<file path="src/hdl/dot_types_pkg.sv">
// Dot-product datapath types
// Operand, product and result widths, plus the structs that carry them

`default_nettype none

package dot_types_pkg;

    // ============================================================
    // Datapath widths
    // ============================================================

    // Operand pairs per operation
    localparam int LANES     = 4;
    // Unsigned operand width
    localparam int OPERAND_W = 16;
    // One lane product, 16 x 16
    localparam int PRODUCT_W = 2 * OPERAND_W;
    // Sum of two products needs one carry bit
    localparam int PSUM_W    = PRODUCT_W + 1;
    // Sum of four products needs two carry bits
    localparam int RESULT_W  = PRODUCT_W + 2;

    // ============================================================
    // Bundles
    // ============================================================

    // Both input vectors of one operation, lane 0 in the low bits
    typedef struct packed {
        logic [LANES-1:0][OPERAND_W-1:0] vect_a;
        logic [LANES-1:0][OPERAND_W-1:0] vect_b;
    } operand_vec_t;

    // Per-lane products leaving the multiplier array
    typedef logic [LANES-1:0][PRODUCT_W-1:0] product_vec_t;

    // Finished dot product with its qualifier
    typedef struct packed {
        logic                valid;
        logic [RESULT_W-1:0] sum;
    } result_t;

endpackage

`default_nettype wire
</file>
<file path="src/hdl/product_adder_tree.sv">
// Pipelined adder tree
// Reduces four 32-bit products to one 34-bit sum over four register stages

`default_nettype none

module product_adder_tree (
    input  logic                        CLK,
    input  logic                        RST_N,
    input  dot_types_pkg::product_vec_t products,
    input  logic                        products_valid,
    output dot_types_pkg::result_t      result
);

    localparam int PSUM_W   = dot_types_pkg::PSUM_W;
    localparam int RESULT_W = dot_types_pkg::RESULT_W;

    // Captured products
    dot_types_pkg::product_vec_t prod_q;
    logic                        prod_valid;

    // Pair sums, then their timing copy
    logic [PSUM_W-1:0]           psum_01;
    logic [PSUM_W-1:0]           psum_23;
    logic                        psum_valid;
    logic [PSUM_W-1:0]           psum_01_q;
    logic [PSUM_W-1:0]           psum_23_q;
    logic                        psum_q_valid;

    // Final sum
    logic [RESULT_W-1:0]         sum_q;
    logic                        sum_valid;

    // ============================================================
    // Valid pipeline, one bit per stage
    // ============================================================
    always_ff @(posedge CLK or negedge RST_N) begin
        if (!RST_N) begin
            prod_valid   <= 1'b0;
            psum_valid   <= 1'b0;
            psum_q_valid <= 1'b0;
            sum_valid    <= 1'b0;
        end else begin
            prod_valid   <= products_valid;
            psum_valid   <= prod_valid;
            psum_q_valid <= psum_valid;
            sum_valid    <= psum_q_valid;
        end
    end

    // ============================================================
    // Data stages
    // ============================================================
    always_ff @(posedge CLK) begin
        // Stage A: capture
        if (products_valid) begin
            prod_q <= products;
        end
        // Stage B: lanes 0+1 and 2+3, carry kept
        psum_01   <= {1'b0, prod_q[0]} + {1'b0, prod_q[1]};
        psum_23   <= {1'b0, prod_q[2]} + {1'b0, prod_q[3]};
        // Stage C: plain register, breaks the path before the last adder
        psum_01_q <= psum_01;
        psum_23_q <= psum_23;
        // Stage D: full 34-bit sum
        sum_q     <= RESULT_W'(psum_01_q) + RESULT_W'(psum_23_q);
    end

    assign result = '{valid: sum_valid, sum: sum_q};

endmodule

`default_nettype wire

</file>
<file path="config.mk">
export PLATFORM = sky130hd
export DESIGN_NAME = product_adder_tree
export DESIGN_NICKNAME = d
export VERILOG_FILES = /design/src/hdl/dot_types_pkg.sv /design/src/hdl/product_adder_tree.sv
export SDC_FILE = /design/constraint.sdc
export NUM_CORES = 1
export LEC_CHECK = 0
export BUFFER_PORTS_ARGS = -buffer_cell sky130_fd_sc_hd__clkbuf_2
export CAP_MARGIN = 20
export CORE_ASPECT_RATIO = 0.75
export CORE_UTILIZATION = 55
export CTS_BUF_LIST = sky130_fd_sc_hd__clkbuf_16
export DETAILED_ROUTE_END_ITERATION = 10
export PLACE_DENSITY = 0.77
export SYNTH_ARGS = -nofsm -noshare
export SYNTH_HDL_FRONTEND = slang
export SYNTH_SLANG_ARGS = --single-unit
</file>
<file path="constraint.sdc">
create_clock -name CLK -period 5.7 [get_ports CLK]
set_input_delay 1.14 -clock CLK [delete_from_list [all_inputs] [get_ports CLK]]
set_output_delay 1.14 -clock CLK [all_outputs]
set_load 0.03 [all_outputs]
</file>
Word-level counts from Yosys, hierarchy flattened --
Index checks and enable logic that the tools add are counted.
Storage, ports and cells: bits in registers 298, input bits 131, output and inout bits 35, word-level logic and storage cells 16
Operators by class: add/subtract/negate cells 3
Operators with widths (number):
- $add A32 B32 Y33 | 2
- $add A33 B33 Y34 | 1

Longest topological paths before layout --
depth after elaboration 1, depth in mapped cells 12

Worst setup path before layout --
Ideal clock, no wire load.
path kind register to register, start point reg prod_q[0] (netlist name), end point reg psum_01[18], data arrival time 2634 ps, data required time 5621 ps, setup slack 2987 ps, stages on the path, launching flop included 11, cells stage by stage edfxtp_1 > ha_1 > fa_1 > a21o_1 > a221o_1 > o211ai_2 > o221ai_2 > a31o_2 > a2111oi_2 > a41oi_1 > o211ai_1
On the way: cells in the longest elaborated chain, start to end 1
RTL lines:
- start: declaration | line product_adder_tree.sv:18 | dot_types_pkg::product_vec_t prod_q;
- start signal: assignment | line product_adder_tree.sv:56 | prod_q <= products;
- $add A32 B32 Y33 | line product_adder_tree.sv:59 | psum_01 <= {1'b0, prod_q[0]} + {1'b0, prod_q[1]};
- end signal: assignment | line product_adder_tree.sv:59
- end: declaration | line product_adder_tree.sv:22 | logic [PSUM_W-1:0] psum_01;
Every way passes these cells. A chain may end at the register's enable or synchronous reset.

Worst setup path in the final report --
Same ends and word-level chain as after synthesis.

==> results.tsv <==
metric	value	unit
post-layout util	65.9	%
total placed cells including tap cells	1428	
Final setup violation count	0	
Max-Cap Viols	0	
CP required	6.13	ns
storage element area	7270	µm²
vias per cell	5.35	
met2 Resource Use GR	29.5	%
power per cell area	491	nW/µm²
Die ar.	22600	µm²
Initial DRT Pass Iterations	5	
gr usage total	20.3	%
CTS tree	done	
top achievable clock speed	0.337	GHz
Period minus WS final	2.97	ns
Top-Level Pins	166	
WHS	0.323	ns
via count	7903	
initial antenna violation count	1	
GR peak layer	met1	
GRT met3 Usage	2.92	%
outcome	complete, no violations	
vias in the first global route	7302	
CTS resizes	0	
fin crit share	52.1	%
H-tree levels	1	
Cell variety after synth	67	
share of cells above drive strength 1	19.0	%
max_slew headroom	46.6	%
RSZ-0062 raised after global routing	false	
multi-input logic area	4680	µm²
GP Congestion	0.907	
Detail Route Antenna Nets	0	
Detail Placement HPWL	17500	µm
skew final	0.00824	ns
EDFF count, synth	128	
P_leak	5.99	nW
Post-Layout Cell Count	1476	
Fin. Hold Viols	0	
Worst-path clk slew	0.07	ns
Post-Syn Instances	985	
# rows	46	
CTS buffer count	27	
met1 usage	31.8	%
critical path class	reg2reg	
input/output buffers	165	
Mapped Nets	1216	
clock root buffer	clkbuf_16	
Seq/Total Area, Yosys	60.1	%
largest net degree at the start of global routing	68	
commonest non-fill, non-tap cell in the layout	dfxtp_1	
first-pass GRT wire length	36500	µm
peak supply drop	0.000239	V
Post-Syn Area	12100	µm²
setup TNS	0	ns
Hold Buf Count CTS	0	
ys async rst share	1.34	%
largest fanout on the critical path	4	
Filler cells	1615	
number of synthesized register bits	298	
n_diodes	0	
worst slew pin tran	0.801	ns
leading register cell type out of synthesis	dfxtp_1	
Initial Utilization	56.6	%
die height	130	µm
Clock Path Buffers	3	
CP arrival	3.40	ns
startpoint class of the critical path	flop	
Final Max Tran Viols	0	
Routed WL	23100	µm
Post-CTS Setup Bufs	0	
core area	21400	µm²
Yosys warnings	0	
Worst-Skew Late Latency	0.52	ns
global route overflow	0	
drt initial violations	728	
Area Growth Syn to Fin	16.4	%
Final #Nets	1400	
syn_area_per_cell	12.3	µm²
Die W	173	µm
WL/cell	15.6	µm
most frequent cells in the layout	dfxtp_1 (166), clkbuf_2 (164), edfxtp_1 (128)	
hold crit path type	reg2reg	
clock sinks	298	
DR DRC count	0	
CP Capture Type	flop	
power by group:
| group | internal (mW) | switching (mW) | total, mW |
|---|---|---|---|
| Combinational | 0.896 | 1.37 | 2.27 |
| Sequential | 2.77 | 0.201 | 2.97 |
| Clock | 0.937 | 0.740 | 1.68 |
| Total | 4.60 | 2.31 | 6.92 |
cell families (layout without fill, tap and decap cells):
kind of cell | after synthesis | count (layout) | synth area share, %
compound gates | 269 | 269 | 14.5
xor+xnor | 83 | 83 | 6.01
fa+ha+maj | 100 | 100 | 10.5
buf+inv | 38 | 241 | 1.23
flops | 298 | 298 | 60.1
mux | 1 | 1 | 0.0828
simple gates | 196 | 196 | 7.57
path summary, 6_finish.rpt:
kind                                 endpoint  slack [ns]  cells after the start        start
worst max-delay path              psum_01[18]        2.73                     10    prod_q[0]
worst min-delay path            psum_01_q[27]        0.32                      0  psum_01[27]
worst max register to register    psum_01[18]        2.73                     10    prod_q[0]
worst min register to register  psum_01_q[27]        0.32                      0  psum_01[27]
max in group asynchronous           sum_valid        5.17                      1        RST_N
min in group asynchronous          prod_valid        0.41                      1        RST_N
worst max-delay path: stages (launching register included):
cell	delay, ns
edfxtp_1	0.37
ha_1	0.25
fa_1	0.42
a21o_1	0.23
a221o_1	0.34
o211ai_2	0.25
o221ai_2	0.16
a31o_2	0.31
a2111oi_2	0.36
a41oi_1	0.07
o211ai_1	0.13
through the flow:
stage          area, µm²  power, mW  worst slack (ns)
2_1_floorplan      12100       4.65              2.99
3_3_place_gp       13200       5.22              2.86
3_5_place_dp       13200       5.26              2.75
4_1_cts            14100       6.95              2.74
5_1_grt            14100       7.32              2.60
6_report           14100       6.92              2.73
registers in the layout, summed over array words and instances, names as in the netlist, 33 cells and up:
signal / flops
prod_q: 128
psum_01: 33
psum_01_q: 33
psum_23: 33
psum_23_q: 33
sum_q: 34
synthesized netlist by cell type (3+ instances only):
master / instances / area [µm²]
a211o_1: 3 / 26.3
a211oi_1: 6 / 45.0
a21boi_0: 4 / 30.0
a21o_1: 25 / 188
a21oi_1: 100 / 500
a311oi_1: 3 / 26.3
a31oi_1: 4 / 25.0
a31oi_2: 3 / 37.5
and2_1: 3 / 18.8
and3_1: 4 / 25.0
clkbuf_1: 9 / 33.8
dfrtp_1: 4 / 100
dfxtp_1: 166 / 3320
edfxtp_1: 128 / 3840
fa_1: 3 / 60.1
ha_1: 97 / 1210
inv_1: 26 / 97.6
nand2_1: 71 / 267
nand2b_1: 11 / 68.8
nand3_1: 15 / 75.1
nand4_1: 12 / 75.1
nor2_1: 46 / 173
nor2b_1: 8 / 50.1
nor3_1: 13 / 65.1
o211ai_1: 11 / 82.6
o21a_1: 9 / 67.6
o21ai_0: 49 / 245
o21ai_1: 4 / 20.0
o21bai_1: 7 / 52.6
o31a_1: 3 / 26.3
o31ai_1: 5 / 37.5
or2_2: 3 / 18.8
or3_1: 3 / 18.8
xnor2_1: 52 / 455
xor2_1: 31 / 272
routing by layer:
layer  share of wire [%]  routed length [µm]
met2                  40                9310
met1                  52               11900
met4                 1.9                 434
met5                   0                   0
met3                 6.2                1430
layout make-up:
type / count / area share [%]
Tap cell: 288 / 2.56
Clock inverter: 20 / 0.933
Clock buffer: 28 / 4.98
Multi-Input combinational cell: 649 / 33.2
Sequential cell: 298 / 51.6
Inverter: 26 / 0.693
Timing Repair Buffer: 167 / 5.99
Power figures use the tool's default switching activity.
