## src/hdl/dot_types_pkg.sv

```systemverilog
// Dot-product datapath types
// Operand, product and result widths, plus the structs that carry them

`default_nettype none

package dot_types_pkg;

    // ============================================================
    // Datapath widths
    // ============================================================

    // Operand pairs per operation
    localparam int LANES     = 4;
    // Unsigned operand width
    localparam int OPERAND_W = 16;
    // One lane product, 16 x 16
    localparam int PRODUCT_W = 2 * OPERAND_W;
    // Sum of two products needs one carry bit
    localparam int PSUM_W    = PRODUCT_W + 1;
    // Sum of four products needs two carry bits
    localparam int RESULT_W  = PRODUCT_W + 2;

    // ============================================================
    // Bundles
    // ============================================================

    // Both input vectors of one operation, lane 0 in the low bits
    typedef struct packed {
        logic [LANES-1:0][OPERAND_W-1:0] vect_a;
        logic [LANES-1:0][OPERAND_W-1:0] vect_b;
    } operand_vec_t;

    // Per-lane products leaving the multiplier array
    typedef logic [LANES-1:0][PRODUCT_W-1:0] product_vec_t;

    // Finished dot product with its qualifier
    typedef struct packed {
        logic                valid;
        logic [RESULT_W-1:0] sum;
    } result_t;

endpackage

`default_nettype wire
```

## src/hdl/buffer_ctrl_pkg.sv

```systemverilog
// Result buffer control types
// FSM state encoding and the write / read port bundles of the buffer memory

`default_nettype none

package buffer_ctrl_pkg;

    // Buffer address width, sized for the default depth of 64
    localparam int MEM_ADDR_W = 6;

    // Buffer FSM
    typedef enum logic [1:0] {
        IDLE    = 2'b00,
        WRITING = 2'b01,
        FULL    = 2'b10,
        READING = 2'b11
    } buf_state_t;

    // ============================================================
    // Memory port bundles
    // ============================================================

    // Write port, one entry per cycle
    typedef struct packed {
        logic                                en;
        logic [MEM_ADDR_W-1:0]               addr;
        logic [dot_types_pkg::RESULT_W-1:0]  data;
    } mem_wr_t;

    // Read request, data comes back one cycle later
    typedef struct packed {
        logic                  en;
        logic [MEM_ADDR_W-1:0] addr;
    } mem_rd_t;

endpackage

`default_nettype wire

```

## src/hdl/result_ram.sv

```systemverilog
// Result buffer memory
// Simple dual port, synchronous write and registered read

`default_nettype none

module result_ram #(
    parameter int BUF_DEPTH = 64
) (
    input  logic                                CLK,
    input  buffer_ctrl_pkg::mem_wr_t            wr,
    input  buffer_ctrl_pkg::mem_rd_t            rd,
    output logic [dot_types_pkg::RESULT_W-1:0]  rd_data
);

    // ============================================================
    // Storage
    // ============================================================

    // One 34-bit dot product per entry
    logic [dot_types_pkg::RESULT_W-1:0] mem [BUF_DEPTH];

    // Write port
    always_ff @(posedge CLK) begin
        if (wr.en) begin
            mem[wr.addr] <= wr.data;
        end
    end

    // Read port
    // data holds until the next read request
    always_ff @(posedge CLK) begin
        if (rd.en) begin
            rd_data <= mem[rd.addr];
        end
    end

endmodule

`default_nettype wire

```

## config.mk

```make
export PLATFORM = sky130hd
export DESIGN_NAME = result_ram
export DESIGN_NICKNAME = d
export VERILOG_FILES = /design/src/hdl/dot_types_pkg.sv /design/src/hdl/buffer_ctrl_pkg.sv /design/src/hdl/result_ram.sv
export SDC_FILE = /design/constraint.sdc
export NUM_CORES = 2
export LEC_CHECK = 0
export BUFFER_PORTS_ARGS = -buffer_cell sky130_fd_sc_hd__buf_2
export CORE_MARGIN = 2
export CORE_UTILIZATION = 40
export CTS_BUF_LIST = sky130_fd_sc_hd__clkbuf_8 sky130_fd_sc_hd__clkbuf_16
export CTS_CLUSTER_DIAMETER = 30
export CTS_CLUSTER_SIZE = 14
export DETAILED_ROUTE_END_ITERATION = 10
export GPL_ROUTABILITY_DRIVEN = 0
export GPL_TIMING_DRIVEN = 1
export SYNTH_ARGS = -nofsm -noshare
export SYNTH_HDL_FRONTEND = slang
export SYNTH_SLANG_ARGS = --single-unit
```

## constraint.sdc

```tcl
create_clock -name CLK -period 9.7 [get_ports CLK]
set_clock_uncertainty 0.05 [all_clocks]
set_input_delay 1.455 -clock CLK [delete_from_list [all_inputs] [get_ports CLK]]
set_output_delay 1.455 -clock CLK [all_outputs]
set_load 0.02 [all_outputs]
```

* Word level (Yosys, flattened, before mapping)
Memory sizes are Yosys's and may differ from the RTL's. A register that Yosys moved wholly into a read port is not among the register bits.
Cells that the tools add are included.
** Storage, ports and cells
- Bits in writable memories :: 2176
- Memories kept :: 1
- Bits of input ports :: 49
- Word-level logic and storage cells :: 3
- Output and inout bits :: 34
- Register bits :: 0
** Memory list
- mem :: words 64, bits a word 34, rd ports 1, clocked after memory_dff 1, wr ports 1, line result_ram.sv:20 : logic [dot_types_pkg::RESULT_W-1:0] mem [BUF_DEPTH];
** Cells by class
- Mux-type cells :: 2
** Operator list (number)
- 2-to-1 mux 1 bit :: 2

* Logic depth before layout (Yosys ltp)
- Word-level depth :: 2
- Mapped depth :: 10

* Least setup slack after synthesis
OpenSTA, ideal clock, no wires.
- Path kind :: input port to flip-flop
- Start point :: in wr[37] (netlist bit)
- End point :: mem mem[48][0] (netlist bit) (enable)
- Library setup time :: 467 ps
- Path slack :: 4895 ps
- Required time :: 9183 ps
- Arrival time :: 4288 ps
- Cell stages on the path :: 4
- Cell sequence :: clkbuf_1 -> nor2b_1 -> nand4b_1 -> nor3_1
** RTL lines
- from (decl) :: line result_ram.sv:10 : input buffer_ctrl_pkg::mem_wr_t wr,
- to (decl) :: line result_ram.sv:20
Straight into the memory's write port.

==> results.tsv <==
metric	value	unit
run_status	finished, final reports clean	
yosys.area.top_type_share	78.9	%
portBuffers	82	
synth_top_family_by_area	multiplexers	
maxSlewHeadroom	4.42	%
fp.dieH	463	microns
worstPathRequired	10.30	ns
finalSetupViolations	0	
ys_warn_count	0	
cts_max_path_buffers	4	
r2r_slack	7.49	ns
core-area	209000	sq um
yosys_most_used_dff	edfxtp_1	
pwr-share-seq	41.3	%
peakVddDrop	0.000198	V
post_synth_and_or_nand_nor_area_fraction	1.97	%
startpoint_type	input port	
reg2reg_from	mem[19][3]	
holdCritPathClass	flip-flop to flip-flop	
pwr-share-comb	3.7	%
grt_overflow	0	
syn_avg_cell_area	22.5	sq um
ys_types	40	
drt-total-wl	220000	microns
swShare	21.1	%
htreeDepth	5	
grt_pass1_vias	43002	
synth-xor-area-share	0	%
clock_power_share	55.0	%
yosys.area.top_type	edfxtp_1	
syn-num-nets	3793	
syn_to_final_growth	21.6	%
cts_setup_buffers	0	
drt-vias-per-instance	5.74	
numClockSinks	2210	
arrival	4.94	ns
tightest_slew	1.43	ns
critPathLaunch	rd[0]	
dieArea	214000	sq um
clk_latency	0.96	ns
crit_end	rd_data[3]	
worstReg2RegEnd	rd_data[3]	
ys_ff_latch	2210	
synth_edf_count	2210	
syn_area	84100	sq um
cts_buffers	403	
tritoncts	yes	
synthCells	3744	
maxCapViolCount	0	
tns	0	ns
track_usage	20.4	%
antenna_found_initial	10	
drive_above_1_share	32.9	%
synthTopCellsByArea	edfxtp_1 (79%), mux4_2 (13%), mux2i_1 (1.8%)	
grt_pass1_wl	315000	microns
rows	168	
post_cts_resized	0	
crit_type	input port to flip-flop	
synthAdderAreaFrac	0	%
muxShareOfSynthArea	15.1	%
power	25800	uW
p_per_area	252	nW/um^2
critPathMaxFanout	71	
period_share	44.7	%
initial_utilization	40.2	%
period_minus_slack	4.34	ns
end_kind	flip-flop	
rsz0062_at_grt	no	
nets	4181	
avgRoutedWirePerCell	30.3	microns
leakage	0.0327	uW
design.portCount	83	
synth_compound_area_share	2.63	%
drt-initial-drc-count	4894	
p_int	20300	uW
switchingPower	5440	uW
finalMaxSlewViolations	0	
cts_hold_buf	0	
async_reset_ff_share	0	%
synth-seq-area-share	78.9	%
die_w	463	microns
path_clk_slew	0.05	ns
reg2regPathDepth	5	
vias	41694	
fmax	0.230	GHz
root_buffer	clkbuf_16	
hold_depth	4	
hold_viol_final	0	
drtPass1Iterations	6	
drc	0	
grt_max_degree	91	
drtAntennaViolNets	0	
dp_hpwl	120000	microns
==> cell families after synthesis <==
family / count (synthesis)
DFF: 2210
and+or+nand+nor: 346
buffers and inverters: 215
AOI/OAI and AO/OA: 297
muxes: 676
==> critical path: stages <==
cell and delay, ns:
buf_8 0.42, buf_12 0.48, buf_12 0.55, mux4_2 0.58, a22oi_1 0.26, nand3_1 0.17
o21ai_0 0.53, a21oi_1 0.11
==> power groups by stage <==
| stage | registers [uW] | clock network [uW] | logic [uW] |
|---|---|---|---|
| floorplan | 10800 | 0 | 516 |
| global placement | 10800 | 0 | 954 |
| detailed placement | 10800 | 0 | 964 |
| CTS | 10700 | 14300 | 967 |
| global route | 10700 | 14800 | 1010 |
| finish | 10700 | 14200 | 952 |
==> worst min path at each step <==
stage                     slack (ns)        start     endpoint
final                           0.85  mem[27][21]  rd_data[21]
after global routing            0.90  mem[27][21]  rd_data[21]
after CTS                       0.86  mem[26][27]  rd_data[27]
after detailed placement        0.84  mem[26][12]  rd_data[12]
after global placement          0.84   mem[27][8]   rd_data[8]
after floorplan                 0.80   mem[58][0]   rd_data[0]
==> flip-flops by register name, summed over array words and instances, names as in the netlist <==
register,cells
mem,2176
rd_data,34
==> cell usage after synthesis (10+ instances only) <==
library cell / number
a211oi_1: 22
a21oi_1: 17
a221o_1: 24
a22oi_1: 55
a311o_1: 10
and3_1: 12
buf_1: 22
buf_2: 63
buf_4: 18
buf_6: 16
clkbuf_1: 89
edfxtp_1: 2210
mux2_2: 54
mux2i_1: 150
mux4_2: 472
nand2_1: 80
nand3_1: 69
nand4_1: 46
nor2_1: 89
nor2b_1: 23
o211ai_1: 10
o21ai_0: 10
o221ai_1: 39
o22a_1: 10
o22ai_1: 85
==> cell usage in the layout, fill, tap and decap left out, types with 12 or more instances in the layout <==
master	netlist	final
inv_6	0	31
o221ai_1	39	39
bufinv_16	0	65
nor2_1	89	24
o22ai_1	85	85
inv_1	0	19
clkinv_2	0	54
buf_2	63	78
edfxtp_1	2210	2210
and3_1	12	12
nand2_1	80	78
nor2_4	0	63
nand3_1	69	69
a22oi_1	55	55
clkbuf_16	0	407
clkinvlp_4	0	56
clkinv_4	0	43
mux4_2	472	472
a21oi_1	17	17
mux2_2	54	54
nor2b_1	23	19
a211oi_1	22	22
clkinv_1	1	45
a221o_1	24	24
mux2i_1	150	150
buf_4	18	109
nand4_1	46	46
==> final cells by class <==
cell class | count | area, sq um
repair buffers | 197 | 1390
well taps | 2805 | 3510
diodes | 5 | 12.5
fillers | 16824 | 107000
clock buffers | 407 | 10200
multi-input cells | 1319 | 17100
inverters | 1 | 3.75
flip-flops and latches | 2210 | 66400
clock inverters | 320 | 3640
==> routing by layer <==
layer	wire, microns	global-route usage, %
met1	88900	28.0
met2	108000	32.9
met3	17400	4.10
met4	5850	6.23
met5	0	0
==> metrics by stage <==
| stage | util [%] | setup WS [ns] | instances | hold WS [ns] | cell area (sq um) |
|---|---|---|---|---|---|
| floorplan | - | 4.89 | 3744 | 0.798 | 84100 |
| detailed placement | 42.2 | 4.45 | 6532 | 0.841 | 88400 |
| finish | 48.8 | 5.36 | 7264 | 0.851 | 102000 |
| global placement | 42.2 | 4.35 | 6532 | 0.836 | 88400 |
| CTS | 48.8 | 5.41 | 7259 | 0.855 | 102000 |
| global route | 48.8 | 5.26 | 7259 | 0.903 | 102000 |
(Power assumes the default switching activity.)
