`src/hdl/dot_types_pkg.sv`:
```
// Dot-product datapath types
// Operand, product and result widths, plus the structs that carry them

`default_nettype none

package dot_types_pkg;

    // ============================================================
    // Datapath widths
    // ============================================================

    // Operand pairs per operation
    localparam int LANES     = 4;
    // Unsigned operand width
    localparam int OPERAND_W = 16;
    // One lane product, 16 x 16
    localparam int PRODUCT_W = 2 * OPERAND_W;
    // Sum of two products needs one carry bit
    localparam int PSUM_W    = PRODUCT_W + 1;
    // Sum of four products needs two carry bits
    localparam int RESULT_W  = PRODUCT_W + 2;

    // ============================================================
    // Bundles
    // ============================================================

    // Both input vectors of one operation, lane 0 in the low bits
    typedef struct packed {
        logic [LANES-1:0][OPERAND_W-1:0] vect_a;
        logic [LANES-1:0][OPERAND_W-1:0] vect_b;
    } operand_vec_t;

    // Per-lane products leaving the multiplier array
    typedef logic [LANES-1:0][PRODUCT_W-1:0] product_vec_t;

    // Finished dot product with its qualifier
    typedef struct packed {
        logic                valid;
        logic [RESULT_W-1:0] sum;
    } result_t;

endpackage

`default_nettype wire
```
`src/hdl/operand_mult_array.sv`:
```
// Operand register and two-stage multiplier array
// Four unsigned 16x16 lanes, split on the low and high byte of operand B

`default_nettype none

module operand_mult_array (
    input  logic                        CLK,
    input  logic                        RST_N,
    input  logic                        accept,
    input  dot_types_pkg::operand_vec_t operands,
    output dot_types_pkg::product_vec_t products,
    output logic                        products_valid
);

    localparam int LANES  = dot_types_pkg::LANES;
    localparam int OP_W   = dot_types_pkg::OPERAND_W;
    localparam int PROD_W = dot_types_pkg::PRODUCT_W;
    // B is split in two halves, each partial product is A times one half
    localparam int HALF_W = OP_W / 2;
    localparam int PART_W = OP_W + HALF_W;

    dot_types_pkg::operand_vec_t     op_q;
    logic                            op_valid;
    logic [LANES-1:0][PART_W-1:0]    part_lo;
    logic [LANES-1:0][PART_W-1:0]    part_hi;
    logic                            part_valid;

    // ============================================================
    // Valid pipeline
    // ============================================================
    always_ff @(posedge CLK or negedge RST_N) begin
        if (!RST_N) begin
            op_valid       <= 1'b0;
            part_valid     <= 1'b0;
            products_valid <= 1'b0;
        end else begin
            op_valid       <= accept;
            part_valid     <= op_valid;
            products_valid <= part_valid;
        end
    end

    // Input capture, only on an accepted operation
    always_ff @(posedge CLK) begin
        if (accept) begin
            op_q <= operands;
        end
    end

    // Stage 1: two narrow partial products per lane
    always_ff @(posedge CLK) begin
        for (int i = 0; i < LANES; i++) begin
            part_lo[i] <= op_q.vect_a[i] * op_q.vect_b[i][HALF_W-1:0];
            part_hi[i] <= op_q.vect_a[i] * op_q.vect_b[i][OP_W-1:HALF_W];
        end
    end

    // Stage 2: shift the high half into place and combine
    always_ff @(posedge CLK) begin
        for (int i = 0; i < LANES; i++) begin
            products[i] <= {part_hi[i], {HALF_W{1'b0}}} + PROD_W'(part_lo[i]);
        end
    end

endmodule

`default_nettype wire

```
`config.mk`:
```
export PLATFORM = sky130hd
export DESIGN_NAME = operand_mult_array
export DESIGN_NICKNAME = d
export VERILOG_FILES = /design/src/hdl/dot_types_pkg.sv /design/src/hdl/operand_mult_array.sv
export SDC_FILE = /design/constraint.sdc
export NUM_CORES = 2
export LEC_CHECK = 0
export BUFFER_PORTS_ARGS = -buffer_cell sky130_fd_sc_hd__buf_2
export CORE_MARGIN = 2
export CORE_UTILIZATION = 55
export DETAILED_ROUTE_END_ITERATION = 10
export PLACE_DENSITY = 0.82
export REMOVE_ABC_BUFFERS = 1
export SETUP_SLACK_MARGIN = 0.5
export SYNTH_ARGS = -nofsm -noshare
export SYNTH_HDL_FRONTEND = slang
export SYNTH_SLANG_ARGS = --single-unit
export TNS_END_PERCENT = 30
```
`constraint.sdc`:
```
create_clock -name CLK -period 11.2 [get_ports CLK]
set_clock_uncertainty 0.1 [all_clocks]
set_input_delay 1.68 -clock CLK [delete_from_list [all_inputs] [get_ports CLK]]
set_output_delay 1.68 -clock CLK [all_outputs]
set_load 0.01 [all_outputs]
```
**Word level (Yosys, flattened, before mapping)**

Index checks and enable logic that the tools add are counted.

- Memory bits (writable): 0
- Bits in read-only memories: 0
- Memories kept: 0
- Output and inout port bits: 129
- Latch bits: 0
- Register bits: 451
- Word-level logic and storage cells: 35
- Input bits: 131

- Multiply operators: 8
- Order comparisons: 0
- Reductions and logical operators: 0
- Equality and inequality tests: 0
- Add/subtract/negate cells: 4
- Bitwise gates (word level): 0
- Div/mod/pow operators: 0
- Shifts and indexed selects: 0
- Mux-type cells: 0

Operators by type and width:

| cell | count |
|---|---|
| multiplier 16 x 8 -> 24 bit | 8 |
| adder 32 x 24 -> 32 bit | 4 |

**Depth between registers and ports, before layout**

- Word-level depth: 1
- Mapped depth: 18
- Mapped depth without buffers: 17

**Worst setup path after synthesis**

No wires, ideal clock.

- Kind: flip-flop to flip-flop
- From: reg op_q[92] (netlist name)
- To: reg part_lo[47] (netlist name)
- Path buffers: 2
- Path slack: 6.481 ns
- Data required time: 10.984 ns
- Cell stages (with the launch flop): 18
- Arrival: 4.502 ns
- Cell sequence: edfxtp_1 clkbuf_1 and2_1 fa_1 fa_1 fa_1 inv_1 fa_1 inv_1 ha_1 clkbuf_1 a21o_1 a21o_1 a2111oi_0 nor3b_1 nor3_1 nand3_1 o211a_1

- Longest elaborated chain between the ends: 1

Ends and longest elaborated chain:

| item | RTL line | RTL |
|---|---|---|
| start: declaration | operand_mult_array.sv:22 | `dot_types_pkg::operand_vec_t op_q;` |
| start signal: assignment | operand_mult_array.sv:46 | `op_q <= operands;` |
| multiplier 16 x 8 -> 24 bit | operand_mult_array.sv:53 | `part_lo[i] <= op_q.vect_a[i] * op_q.vect_b[i][HALF_W-1:0];` |
| end signal: indexed assignment | operand_mult_array.sv:53 |  |
| end: declaration | operand_mult_array.sv:24 | `logic [LANES-1:0][PART_W-1:0] part_lo;` |

No other way between the ends.
A chain may end at the register's enable or synchronous reset.

**Worst setup path after layout**

- From: reg op_q[84] (netlist name)
- To: reg part_hi[44] (netlist name)

- Longest elaborated chain between the ends: 1

Ends and longest elaborated chain:

| item | RTL line | RTL |
|---|---|---|
| multiplier 16 x 8 -> 24 bit | operand_mult_array.sv:54 | `part_hi[i] <= op_q.vect_a[i] * op_q.vect_b[i][OP_W-1:HALF_W];` |
| end signal: indexed assignment | operand_mult_array.sv:54 |  |
| end: declaration | operand_mult_array.sv:25 | `logic [LANES-1:0][PART_W-1:0] part_hi;` |

No other way between the ends.

==> out/qor.csv <==
stage,metric,value,unit
timing,number of setup violations in the final report,0,
placement,dpl ws,5.94,ns
synthesis,adder-cell share of the synthesized area,40.2,%
worst_setup_path,CP Capture Type,flip-flop,
synthesis,post-synthesis xor/xnor area fraction,3.87,%
global_routing,total track usage,24.2,%
synthesis,Post-synth EDFFs,128,
cts,H-Tree Depth,2,
timing,fmax,187,MHz
worst_setup_path,Worst Path Max Fanout,16,
routing,post-route antenna net violation count,0,
global_routing,vias in the first global route,34912,
synthesis,cell area after synthesis,46600,um^2
synthesis,sequential fraction of the synthesis area,22.2,%
synthesis,Synth Area in Compound Gates,8.11,%
placement,Port Buf Inserts,259,
synthesis,Syn Area/Cell,9.79,um^2
cts,"Setup Fix Bufs, Post-CTS",0,
worst_setup_path,"Arr. time, crit path",5.83,ns
cts,CTS tree,done,
timing,Relative slew margins,44.3,%
cts,buffer levels on the longest clock path,3,
synthesis,#FFs+latches synth,451,
pwr,Leak,24.9,nW
timing,RSZ-0062 raised after global routing,false,
cts,CTS Sinks,451,
layout,Final Util,60.5,%
cts,Worst-path clk slew,0.06,ns
worst_setup_path,WP data required,11.67,ns
global_routing,largest net degree at the start of global routing,68,
routing,DRC Markers,0,
worst_setup_path,"Largest delay share family, worst path",adder cells,
routing,wire per inst,16.5,um
routing,DR pass1 iterations,6,
timing,Period minus WS final,5.36,ns
routing,Vias/cell,5.37,
layout,Final nets,6163,
timing,setup ws final,5.84,ns
worst_setup_path,most frequent CP cell,fa_1,
synthesis,Simple-Gate Fraction of Synth Area,17.8,%
routing,via count,32847,
timing,Worst Hold Margin,0.217,ns
floorplan,Top Ports,260,
floorplan,FP Rows,106,
synthesis,Post-Syn Instances,4761,
floorplan,Die Span X,295,um
worst_setup_path,CP peak stage delay,0.67,ns
synthesis,synth unique cells,86,
cts,root buf cell,clkbuf_16,
cts,total CTS buffers,53,
layout,Synth-to-Final Area Change,8.79,%
synthesis,main combinational cell family by area after synthesis,adder cells,
floorplan,area of the core,83800,um^2
worst_setup_path,Slowest cell on crit path,a211oi_1,
layout,diode count,0,
layout,Layout Cells excl Fill,6119,
hold_path,min-delay worst type,reg -> reg,
timing,Slew @ Worst Pin,0.830,ns
synthesis,Most used DFF post-synth,dfxtp_1,
pwr,maximum vdd drop,0.200,mV
routing,DRT iter0 DRCs,2025,
synthesis,Synth async-reset ratio,0.665,%
cts,CTS resizes,0,
worst_setup_path,critical path type,reg -> reg,
synthesis,post-synthesis mux area share,0.110,%
global_routing,global-route wire length before repair,171,mm
pwr,Power Density,311,nW/um^2
floorplan,Die ar.,87100,um^2
timing,final setup TNS,0,ns
layout,fraction of layout cells with a size suffix above 1,7.80,%
placement,RD Place Congestion,0.930,
placement,cell count after placement,6019,
cts,CTS hold repair buffers,0,
global_routing,gr ovfl total,0,
placement,post-placement cell area,48800,um^2
cts,clk_lat worst skew,0.65,ns
timing,ratio of final minimum period to clock period,47.9,%
worst_setup_path,Startpoint Class,flip-flop,
timing,"Hold Vio Cnt, Final",0,
synthesis,Syn. warnings,0,
worst_setup_path,crit-path cells,and2_1 > fa_1 > fa_1 > fa_1 > inv_1 > fa_1 > inv_1 > ha_1 > a211oi_1 > nor2_1 > a211oi_1 > o21ai_0 > a31oi_1 > xnor2_1,
timing,"Slew Viols, Final",0,
global_routing,initial antenna violation count,1,
outcome,status,"finished, final reports clean",
floorplan,Die Y,295,um
routing,final WL,101,mm
layout,"Design Area, Final",50700,um^2
flow_run,# Max-Cap Violations,0,
worst_setup_path,Bufs and invs on worst path,2,
pwr,final total power,15.8,mW
floorplan,Starting Density,55.6,%
placement,HPWL Detailed,78.5,mm
-- flip-flops by register name, summed over array words and instances, names as in the netlist --
| signal | flops |
|---|---|
| part_hi | 96 |
| products_valid | 1 |
| op_valid | 1 |
| op_q | 128 |
| part_valid | 1 |
| products | 128 |
| part_lo | 96 |
-- power by group --
part	total [mW]	internal (mW)	leakage (nW)	switching, mW
clock	1.84	1.09	0.931	0.751
combinational	11.0	4.85	20.0	6.17
sequential	2.89	2.46	3.98	0.426
-- cell usage in the layout, fill, tap and decap left out, types with 34 or more instances in the layout --
cell type  synthesis  layout
a21oi_1          160     160
nor3_1            38      38
o21a_1            40      40
fa_1             676     676
nand3_1           44      44
nand2_1          263     263
nor2b_1           34      34
and2_1           864     864
ha_1             416     416
a21o_1            76      76
xor2_1            54      54
dfxtp_1          320     320
buf_2              0     258
xnor2_1          152     152
nor2_1           117     117
edfxtp_1         128     128
inv_1            831     831
clkbuf_16          0      56
o21ai_0           84      84
-- cell families (layout without fill, tap and decap cells) --
kind of cell,count (synthesis),in the layout
buffers and inverters,967,1191
AO/OA/AOI/OAI,559,559
adder cells (fa/ha/maj),1092,1092
flip-flops,451,451
XOR/XNOR,206,206
AND/OR/NAND/NOR,1481,1481
multiplexers,5,5
-- cells in the mapped netlist (8+ instances only) --
library cell    n  share of area (%)
xor2_1         54                1.0
and3_1         29               0.39
nand2b_1       22               0.30
or3_1          12               0.16
clkbuf_1      136                1.1
fa_1          676                 29
nor3_1         38               0.41
o31a_1         11               0.21
inv_1         831                6.7
a21oi_1       160                1.7
dfxtp_1       320                 14
a31oi_1        23               0.31
a21o_1         76                1.2
o21ai_0        84               0.90
o31ai_1         9               0.14
o211ai_1       14               0.23
a21boi_0        8               0.13
nand4_1        14               0.19
o21bai_1       26               0.42
ha_1          416                 11
nor4_1          8               0.11
a211oi_1       19               0.31
o21a_1         40               0.64
nand3_1        44               0.47
nand2_1       263                2.1
and2_1        864                 12
edfxtp_1      128                8.2
nor2_1        117               0.94
xnor2_1       152                2.9
nor2b_1        34               0.46
-- layer usage --
layer	track usage (%)	up-vias	wire, um
met3	4.02	200	6310
met5	0	-	13
met2	42.1	981	49500
met4	8.84	2	3220
met1	30.4	16312	42200
li1	-	15352	-
-- worst reg2reg max path, cell delays in order (launching register included) --
cell	delay [ns]
edfxtp_1	0.63
and2_1	0.28
fa_1	0.57
fa_1	0.43
fa_1	0.50
inv_1	0.05
fa_1	0.47
inv_1	0.04
ha_1	0.34
a211oi_1	0.33
nor2_1	0.13
a211oi_1	0.68
o21ai_0	0.29
a31oi_1	0.28
xnor2_1	0.16
-- path summary, 6_finish.rpt --
check / startpoint / to / slack, ns / cells after the start
setup / recovery: op_q[84] / part_hi[44] / 5.84 / 14
hold / removal: part_lo[3] / products[3] / 0.22 / 0
setup reg to reg: op_q[84] / part_hi[44] / 5.84 / 14
hold reg to reg: part_lo[3] / products[3] / 0.22 / 0
max in group asynchronous: RST_N / op_valid / 10.18 / 1
min in group asynchronous: RST_N / products_valid / 0.71 / 1
-- final cells by class --
type / count / area (um^2)
Clock buffer: 70 / 1530
Clock inverter: 30 / 343
Fill cell: 7005 / 33100
Inverter: 831 / 3120
Multi-Input combinational cell: 3343 / 32600
Sequential cell: 451 / 10300
Tap cell: 1134 / 1420
Timing Repair Buffer: 260 / 1310
No activity file was read; power rests on OpenSTA's default activity.
