<file path="config.mk">
export PLATFORM = sky130hd
export DESIGN_NAME = result_buffer_ctrl
export DESIGN_NICKNAME = d
export VERILOG_FILES = /design/src/hdl/dot_types_pkg.sv /design/src/hdl/buffer_ctrl_pkg.sv /design/src/hdl/result_buffer_ctrl.sv
export SDC_FILE = /design/constraint.sdc
export NUM_CORES = 1
export LEC_CHECK = 0
export ABC_AREA = 1
export ABC_CLOCK_PERIOD_IN_PS = 2300
export BUFFER_PORTS_ARGS = -buffer_cell sky130_fd_sc_hd__buf_2
export CORE_ASPECT_RATIO = 1.5
export CORE_UTILIZATION = 25
export DETAILED_ROUTE_END_ITERATION = 16
export GPL_ROUTABILITY_DRIVEN = 0
export GPL_TIMING_DRIVEN = 1
export REMOVE_ABC_BUFFERS = 1
export SLEW_MARGIN = 40
export SYNTH_ARGS = -nofsm -noshare
export SYNTH_HDL_FRONTEND = slang
export SYNTH_SLANG_ARGS = --single-unit
export TNS_END_PERCENT = 100
</file>
<file path="constraint.sdc">
create_clock -name CLK -period 2.3 [get_ports CLK]
set_input_delay 0.46 -clock CLK [delete_from_list [all_inputs] [get_ports CLK]]
set_output_delay 0.46 -clock CLK [all_outputs]
set_load 0.05 [all_outputs]
</file>
<file path="src/hdl/dot_types_pkg.sv">
// Dot-product datapath types
// Operand, product and result widths, plus the structs that carry them

`default_nettype none

package dot_types_pkg;

    // ============================================================
    // Datapath widths
    // ============================================================

    // Operand pairs per operation
    localparam int LANES     = 4;
    // Unsigned operand width
    localparam int OPERAND_W = 16;
    // One lane product, 16 x 16
    localparam int PRODUCT_W = 2 * OPERAND_W;
    // Sum of two products needs one carry bit
    localparam int PSUM_W    = PRODUCT_W + 1;
    // Sum of four products needs two carry bits
    localparam int RESULT_W  = PRODUCT_W + 2;

    // ============================================================
    // Bundles
    // ============================================================

    // Both input vectors of one operation, lane 0 in the low bits
    typedef struct packed {
        logic [LANES-1:0][OPERAND_W-1:0] vect_a;
        logic [LANES-1:0][OPERAND_W-1:0] vect_b;
    } operand_vec_t;

    // Per-lane products leaving the multiplier array
    typedef logic [LANES-1:0][PRODUCT_W-1:0] product_vec_t;

    // Finished dot product with its qualifier
    typedef struct packed {
        logic                valid;
        logic [RESULT_W-1:0] sum;
    } result_t;

endpackage

`default_nettype wire
</file>
<file path="src/hdl/buffer_ctrl_pkg.sv">
// Result buffer control types
// FSM state encoding and the write / read port bundles of the buffer memory

`default_nettype none

package buffer_ctrl_pkg;

    // Buffer address width, sized for the default depth of 64
    localparam int MEM_ADDR_W = 6;

    // Buffer FSM
    typedef enum logic [1:0] {
        IDLE    = 2'b00,
        WRITING = 2'b01,
        FULL    = 2'b10,
        READING = 2'b11
    } buf_state_t;

    // ============================================================
    // Memory port bundles
    // ============================================================

    // Write port, one entry per cycle
    typedef struct packed {
        logic                                en;
        logic [MEM_ADDR_W-1:0]               addr;
        logic [dot_types_pkg::RESULT_W-1:0]  data;
    } mem_wr_t;

    // Read request, data comes back one cycle later
    typedef struct packed {
        logic                  en;
        logic [MEM_ADDR_W-1:0] addr;
    } mem_rd_t;

endpackage

`default_nettype wire

</file>
<file path="src/hdl/result_buffer_ctrl.sv">
// Result buffer controller
// Counts accepted operations, writes results in order and sweeps the buffer out

`default_nettype none

module result_buffer_ctrl #(
    parameter int BUF_DEPTH = 64
) (
    input  logic                                CLK,
    input  logic                                RST_N,
    input  logic                                en_mac,
    input  logic                                en_block_read,
    input  dot_types_pkg::result_t              result,
    input  logic [dot_types_pkg::RESULT_W-1:0]  rd_data,
    output logic                                accept,
    output logic                                rdy_mac,
    output logic                                rdy_block_read,
    output buffer_ctrl_pkg::mem_wr_t            wr,
    output buffer_ctrl_pkg::mem_rd_t            rd,
    output logic                                mem_val_valid,
    output logic [dot_types_pkg::RESULT_W-1:0]  mem_val_data
);

    localparam int AW = $clog2(BUF_DEPTH);
    // Accept counter runs 0..BUF_DEPTH, so one bit wider than an address
    localparam logic [AW:0]   FILL_MAX  = (AW + 1)'(BUF_DEPTH);
    localparam logic [AW-1:0] LAST_ADDR = AW'(BUF_DEPTH - 1);

    buffer_ctrl_pkg::buf_state_t state;
    buffer_ctrl_pkg::buf_state_t state_nxt;

    logic [AW:0]   acc_cnt;
    logic [AW-1:0] wr_addr;
    logic [AW-1:0] rd_addr;
    logic          wr_fire;
    logic          rd_fire;
    logic          rd_valid_q;

    // ============================================================
    // Handshake and port control
    // ============================================================

    // Readiness comes from accepted count, not from written count,
    // so operations still in the pipeline are already reserved
    assign rdy_mac = ((state == buffer_ctrl_pkg::IDLE) ||
                      (state == buffer_ctrl_pkg::WRITING)) && (acc_cnt < FILL_MAX);
    assign rdy_block_read = (state == buffer_ctrl_pkg::FULL);
    assign accept         = en_mac && rdy_mac;

    assign wr_fire = result.valid && (state == buffer_ctrl_pkg::WRITING);
    assign rd_fire = (state == buffer_ctrl_pkg::READING);

    assign wr = '{en: wr_fire, addr: wr_addr, data: result.sum};
    assign rd = '{en: rd_fire, addr: rd_addr};

    // ============================================================
    // FSM
    // ============================================================
    always_comb begin
        state_nxt = state;
        case (state)
            buffer_ctrl_pkg::IDLE: begin
                if (accept) begin
                    state_nxt = buffer_ctrl_pkg::WRITING;
                end
            end
            buffer_ctrl_pkg::WRITING: begin
                // Last entry lands this cycle
                if (wr_fire && (wr_addr == LAST_ADDR)) begin
                    state_nxt = buffer_ctrl_pkg::FULL;
                end
            end
            buffer_ctrl_pkg::FULL: begin
                if (en_block_read) begin
                    state_nxt = buffer_ctrl_pkg::READING;
                end
            end
            buffer_ctrl_pkg::READING: begin
                if (rd_addr == LAST_ADDR) begin
                    state_nxt = buffer_ctrl_pkg::IDLE;
                end
            end
            default: state_nxt = buffer_ctrl_pkg::IDLE;
        endcase
    end

    always_ff @(posedge CLK or negedge RST_N) begin
        if (!RST_N) begin
            state <= buffer_ctrl_pkg::IDLE;
        end else begin
            state <= state_nxt;
        end
    end

    // ============================================================
    // Counters
    // ============================================================
    always_ff @(posedge CLK or negedge RST_N) begin
        if (!RST_N) begin
            acc_cnt <= '0;
            wr_addr <= '0;
            rd_addr <= '0;
        end else begin
            // Fill count starts over once the buffer is being drained
            if (state == buffer_ctrl_pkg::READING) begin
                acc_cnt <= '0;
            end else if (accept) begin
                acc_cnt <= acc_cnt + 1'b1;
            end
            // Both addresses wrap to zero after the last entry
            if (wr_fire) begin
                wr_addr <= wr_addr + 1'b1;
            end
            if (rd_fire) begin
                rd_addr <= rd_addr + 1'b1;
            end
        end
    end

    // ============================================================
    // Output stage
    // ============================================================

    // Read enable delayed to line up with the registered data
    always_ff @(posedge CLK or negedge RST_N) begin
        if (!RST_N) begin
            rd_valid_q    <= 1'b0;
            mem_val_valid <= 1'b0;
        end else begin
            rd_valid_q    <= rd_fire;
            mem_val_valid <= rd_valid_q;
        end
    end

    always_ff @(posedge CLK) begin
        mem_val_data <= rd_data;
    end

endmodule

`default_nettype wire

</file>
Yosys cells after proc, flatten, opt, wreduce, memory -nomap -nowiden
Cells that the tools add are included.
- register bits after elaboration: 57
- input port bits: 73
- output and inout port bits: 86
- $add $sub $neg: 3
- magnitude comparators: 1
- eq/ne operators: 9
- multiplexer cells: 7
- reductions and logical operators: 8
- operators by type and width (operator ; number):
    $mux W7 ; 2
    $add A6 B1 Y6 const B ; 2
    $eq A6 B6 Y1 const B ; 2
    $mux W2 ; 4
    $pmux W2 S4 ; 1
    $add A7 B1 Y7 const B ; 1
    $lt A7 B7 Y1 const B ; 1
    $eq A2 B2 Y1 const B ; 2
    $logic_and A1 B1 Y1 ; 4
    $ne A2 B1 Y1 const B ; 2
    $ne A2 B2 Y1 const B ; 2
    $reduce_and A4 Y1 ; 1
    $eq A2 B1 Y1 const B ; 1
    $logic_not A2 Y1 ; 1
    $reduce_bool A2 Y1 ; 1
    $logic_or A1 B1 Y1 ; 1

Depth between registers and ports, before layout
- depth in word-level cells: 6
- mapped depth: 9

Worst setup path before layout
Ideal clock, no wire load.
- kind: register to output
- from: reg state[0]
- to: out rdy_mac
- arrival: 1483 ps
- required time: 1840 ps
- setup slack: 357 ps
- cell stages (with the launch flop): 7
- cells stage by stage: dfrtp_1 > inv_1 > ha_1 > inv_1 > nand2_2 > inv_1 > nor2_1
- longest elaborated chain between the ends: 3
- ends and longest elaborated chain (item ; RTL line ; source):
    start, declared ; result_buffer_ctrl.sv:29 ; buffer_ctrl_pkg::buf_state_t state;
    start signal, assigned ; result_buffer_ctrl.sv:89 ; state <= buffer_ctrl_pkg::IDLE;
    start signal, assigned ; result_buffer_ctrl.sv:91 ; state <= state_nxt;
    $eq A2 B1 Y1 or $logic_not A2 Y1 (tied branches) ; result_buffer_ctrl.sv:46, result_buffer_ctrl.sv:45 ;
    $logic_or A1 B1 Y1 * ; result_buffer_ctrl.sv:45 ; assign rdy_mac = ((state == buffer_ctrl_pkg::IDLE) ||
    $logic_and A1 B1 Y1 * ; result_buffer_ctrl.sv:46 ; (state == buffer_ctrl_pkg::WRITING)) && (acc_cnt < FILL_MAX);
    end, declared ; result_buffer_ctrl.sv:16 ; output logic rdy_mac,
Mark *: on every way between the ends. The rest lies on a longest branch, timed or not.

Final worst setup path
- from: reg state[1]
- to: out accept
- longest elaborated chain between the ends: 4
- ends and longest elaborated chain (item ; RTL line ; source):
    $eq A2 B1 Y1 or $logic_not A2 Y1 (tied branches) ; result_buffer_ctrl.sv:46, result_buffer_ctrl.sv:45 ;
    $logic_or A1 B1 Y1 * ; result_buffer_ctrl.sv:45 ;
    $logic_and A1 B1 Y1 * ; result_buffer_ctrl.sv:46 ;
    $logic_and A1 B1 Y1 * ; result_buffer_ctrl.sv:48 ; assign accept = en_mac && rdy_mac;
    end, declared ; result_buffer_ctrl.sv:15 ; output logic accept,
Marks and branches as above.

==> metrics <==
status complete, no violations; Worst path most repeated cell inv_1; Root Driver clkbuf_16; overall power 2.44 mW; max cap viols 0; final worst setup slack 165 ps; wire length per cell 15.8 um; Antenna Violating Nets Remaining 0; relative slew slack 0.647; reg2reg end wr_addr[5]; cts hold-fix bufs 0; final worst-path cycle share 0.928; CTS tree built; Compound-Gate Fraction of Synth Area 0.0244; clk buf depth 2; library cells used by synthesis 23; first-pass GRT wire length 8270 um; Tmin final around 2100 ps; largest family of logic cells by synthesized area buffers and inverters; worst-path cell chain inv_1 -> ha_1 -> inv_1 -> nand2_2 -> nand3_4 -> inv_2 -> buf_2; # rows 40; postcts setup bufs 0; sequential fraction of the synthesis area 0.598; Slew Limit Fails 0; RSZ-0062 raised after global routing false; post-synth top area share 0.324; I/O Buffers 90; Simple-Gate Fraction of Synth Area 0.132; Die Footprint 0.00878 sq mm; power per cell area 909 mW/mm^2; Critical Path AT 1680 ps; Final Hold Fails 0; core box area 0.00806 sq mm; YS warnings 0; Clk pin slew, worst setup/hold paths 50 ps; Adder-Cell Fraction of Synth Area 0.0477; Max Fclk ~0.47 GHz; Final Setup Violations 0; die width 76.8 um; final std cells w/o fill 370; WP data required around 1800 ps; initial antenna violation count 0; final wirelength between 5000 and 6000 um; number of global-route vias before repair 1442; H-tree depth 3; diode count 0; Boundary Pins 159; layout cells sized above 1 0.430; drt drc 0; post-DP HPWL 4450 um; DP Worst Slack 478 ps; Syn Inst Count 196; worst r2r src state[1]; WS Path Type flop to output port; WP buf/inv 4; final core occ 0.334; CTS resizes 0; flop2flop setup slack 790 ps; via count 1528; Setup crit end kind output port; setup_tns 0 ps; VDD IR max 0.484 mV; clk_lat worst skew 320 ps; Synth Register Bits 57; initial core utilization 0.261; cts bufs inserted 9; Avg Inst Size Synth around 11 sq um; Leak 1.43 nW; Post-Synth XOR/XNOR Area 0.0417; top post-synthesis cells by area dfxtp_1, dfrtp_1, buf_4; Setup Skew 5.51 ps; grt ovf 0; Post-Syn Area 0.00210 sq mm; DR pass1 iterations 4; largest net degree at the start of global routing 24; area grow syn2layout 28.1%; Via density 4.13; Slowest-stage cell, CP dfrtp_1; critical path peak fanout 9; placed cell count 355; proportion of synthesized area in mux cells 0; Worst Reg-to-Reg Cells 6; NumNets Final 342; largest area contributor in the netlist dfxtp_1; GRT Util Overall 0.135; clock tree sinks 57; crit start category flop; Tightest Hold Check Type input pin to asynchronous set/reset pin; Starting DRT DRC Count 25; Die Ht between 100 and 150 um; Tightest Pin Transition between 500 and 600 ps; critical path's top delay family buffers and inverters; crit-path max cell delay approximately 400 ps
## sequential cells by signal (all words and copies together) (netlist names)
name           flops
acc_cnt            7
rd_valid_q         1
mem_val_data      34
rd_addr            6
state              2
mem_val_valid      1
wr_addr            6
## how the worst max path moves through the flow
| stage | startpoint | end | cells past startpoint |
|---|---|---|---|
| finish | state[1] | accept | 7 |
| global route | state[1] | accept | 7 |
| CTS | state[1] | accept | 7 |
| detailed placement | state[1] | accept | 7 |
| global placement | state[0] | accept | 7 |
| floorplan | state[0] | rdy_mac | 6 |
## through the flow
step	hold slack (ps)	instance area [sq um]
3_3_place_gp	334	2410
4_1_cts	128	2690
6_report	115	2690
2_1_floorplan	164	1830
5_1_grt	155	2690
3_5_place_dp	335	2410
## power breakdown
part           total, mW  leakage (nW)  internal (mW)  switching (mW)
combinational      0.183         0.696         0.0430           0.139
clock               1.23         0.140          0.781           0.448
sequential          1.03         0.598           1.03         0.00688
## synth_stat cells
cell type / number
nand2_1: 28
inv_2: 3
ha_1: 8
xnor2_1: 4
nand3_4: 1
nor2_1: 15
nand4_1: 2
a21oi_1: 3
o21bai_1: 1
o21ai_0: 3
nand2_2: 1
nor2_2: 1
xor2_1: 6
dfxtp_1: 34
o21ai_1: 1
nor3b_1: 1
nor3_2: 1
a21oi_2: 1
buf_4: 36
dfrtp_1: 23
inv_1: 12
nand3_1: 10
or2_2: 1
## worst register-to-register path: stages (launching register included)
cell     delay [ps]
dfrtp_1         410
inv_1           110
ha_1            190
nand2_1         140
nor3_2          270
nand3_1         130
xnor2_1         140
## layer usage
layer  vias up  GRT usage  share of wire
li1        703          -              -
met1       731      0.134           0.36
met2        84      0.180           0.47
met3         8      0.128           0.15
met4         2     0.0679          0.014
met5         -     0.0647         0.0081
## layout make-up
type                       instances  area [sq um]
multi-input combinational         88           517
inverter                          15          56.3
fill                             822          5370
tap                              105           131
clock buffer                      10           250
sequential                        57          1260
clock inverter                     5          28.8
timing repair buffer              90           450
## cells in the final DEF (no fill, tap or decap)
master	count
buf_2	90
dfxtp_1	34
nand2_1	28
dfrtp_1	23
nor2_1	15
inv_1	12
nand3_1	10
clkbuf_16	10
ha_1	8
xor2_1	6
xnor2_1	4
inv_2	3
a21oi_1	3
o21ai_0	3
clkinv_2	3
nand4_1	2
nand2_2	1
nand3_4	1
a21oi_2	1
or2_2	1
nor2_2	1
nor3_2	1
o21bai_1	1
nor3b_1	1
o21ai_1	1
clkinvlp_4	1
inv_4	1
## logic make-up after synthesis
logic type,after synthesis
and+or+nand+nor,61
xor gates and xnor gates,10
DFF,57
AOI/OAI and AO/OA,9
adders and majority gates,8
buffers and inverters,51
Note: power is estimated with default switching activity, not from simulation.
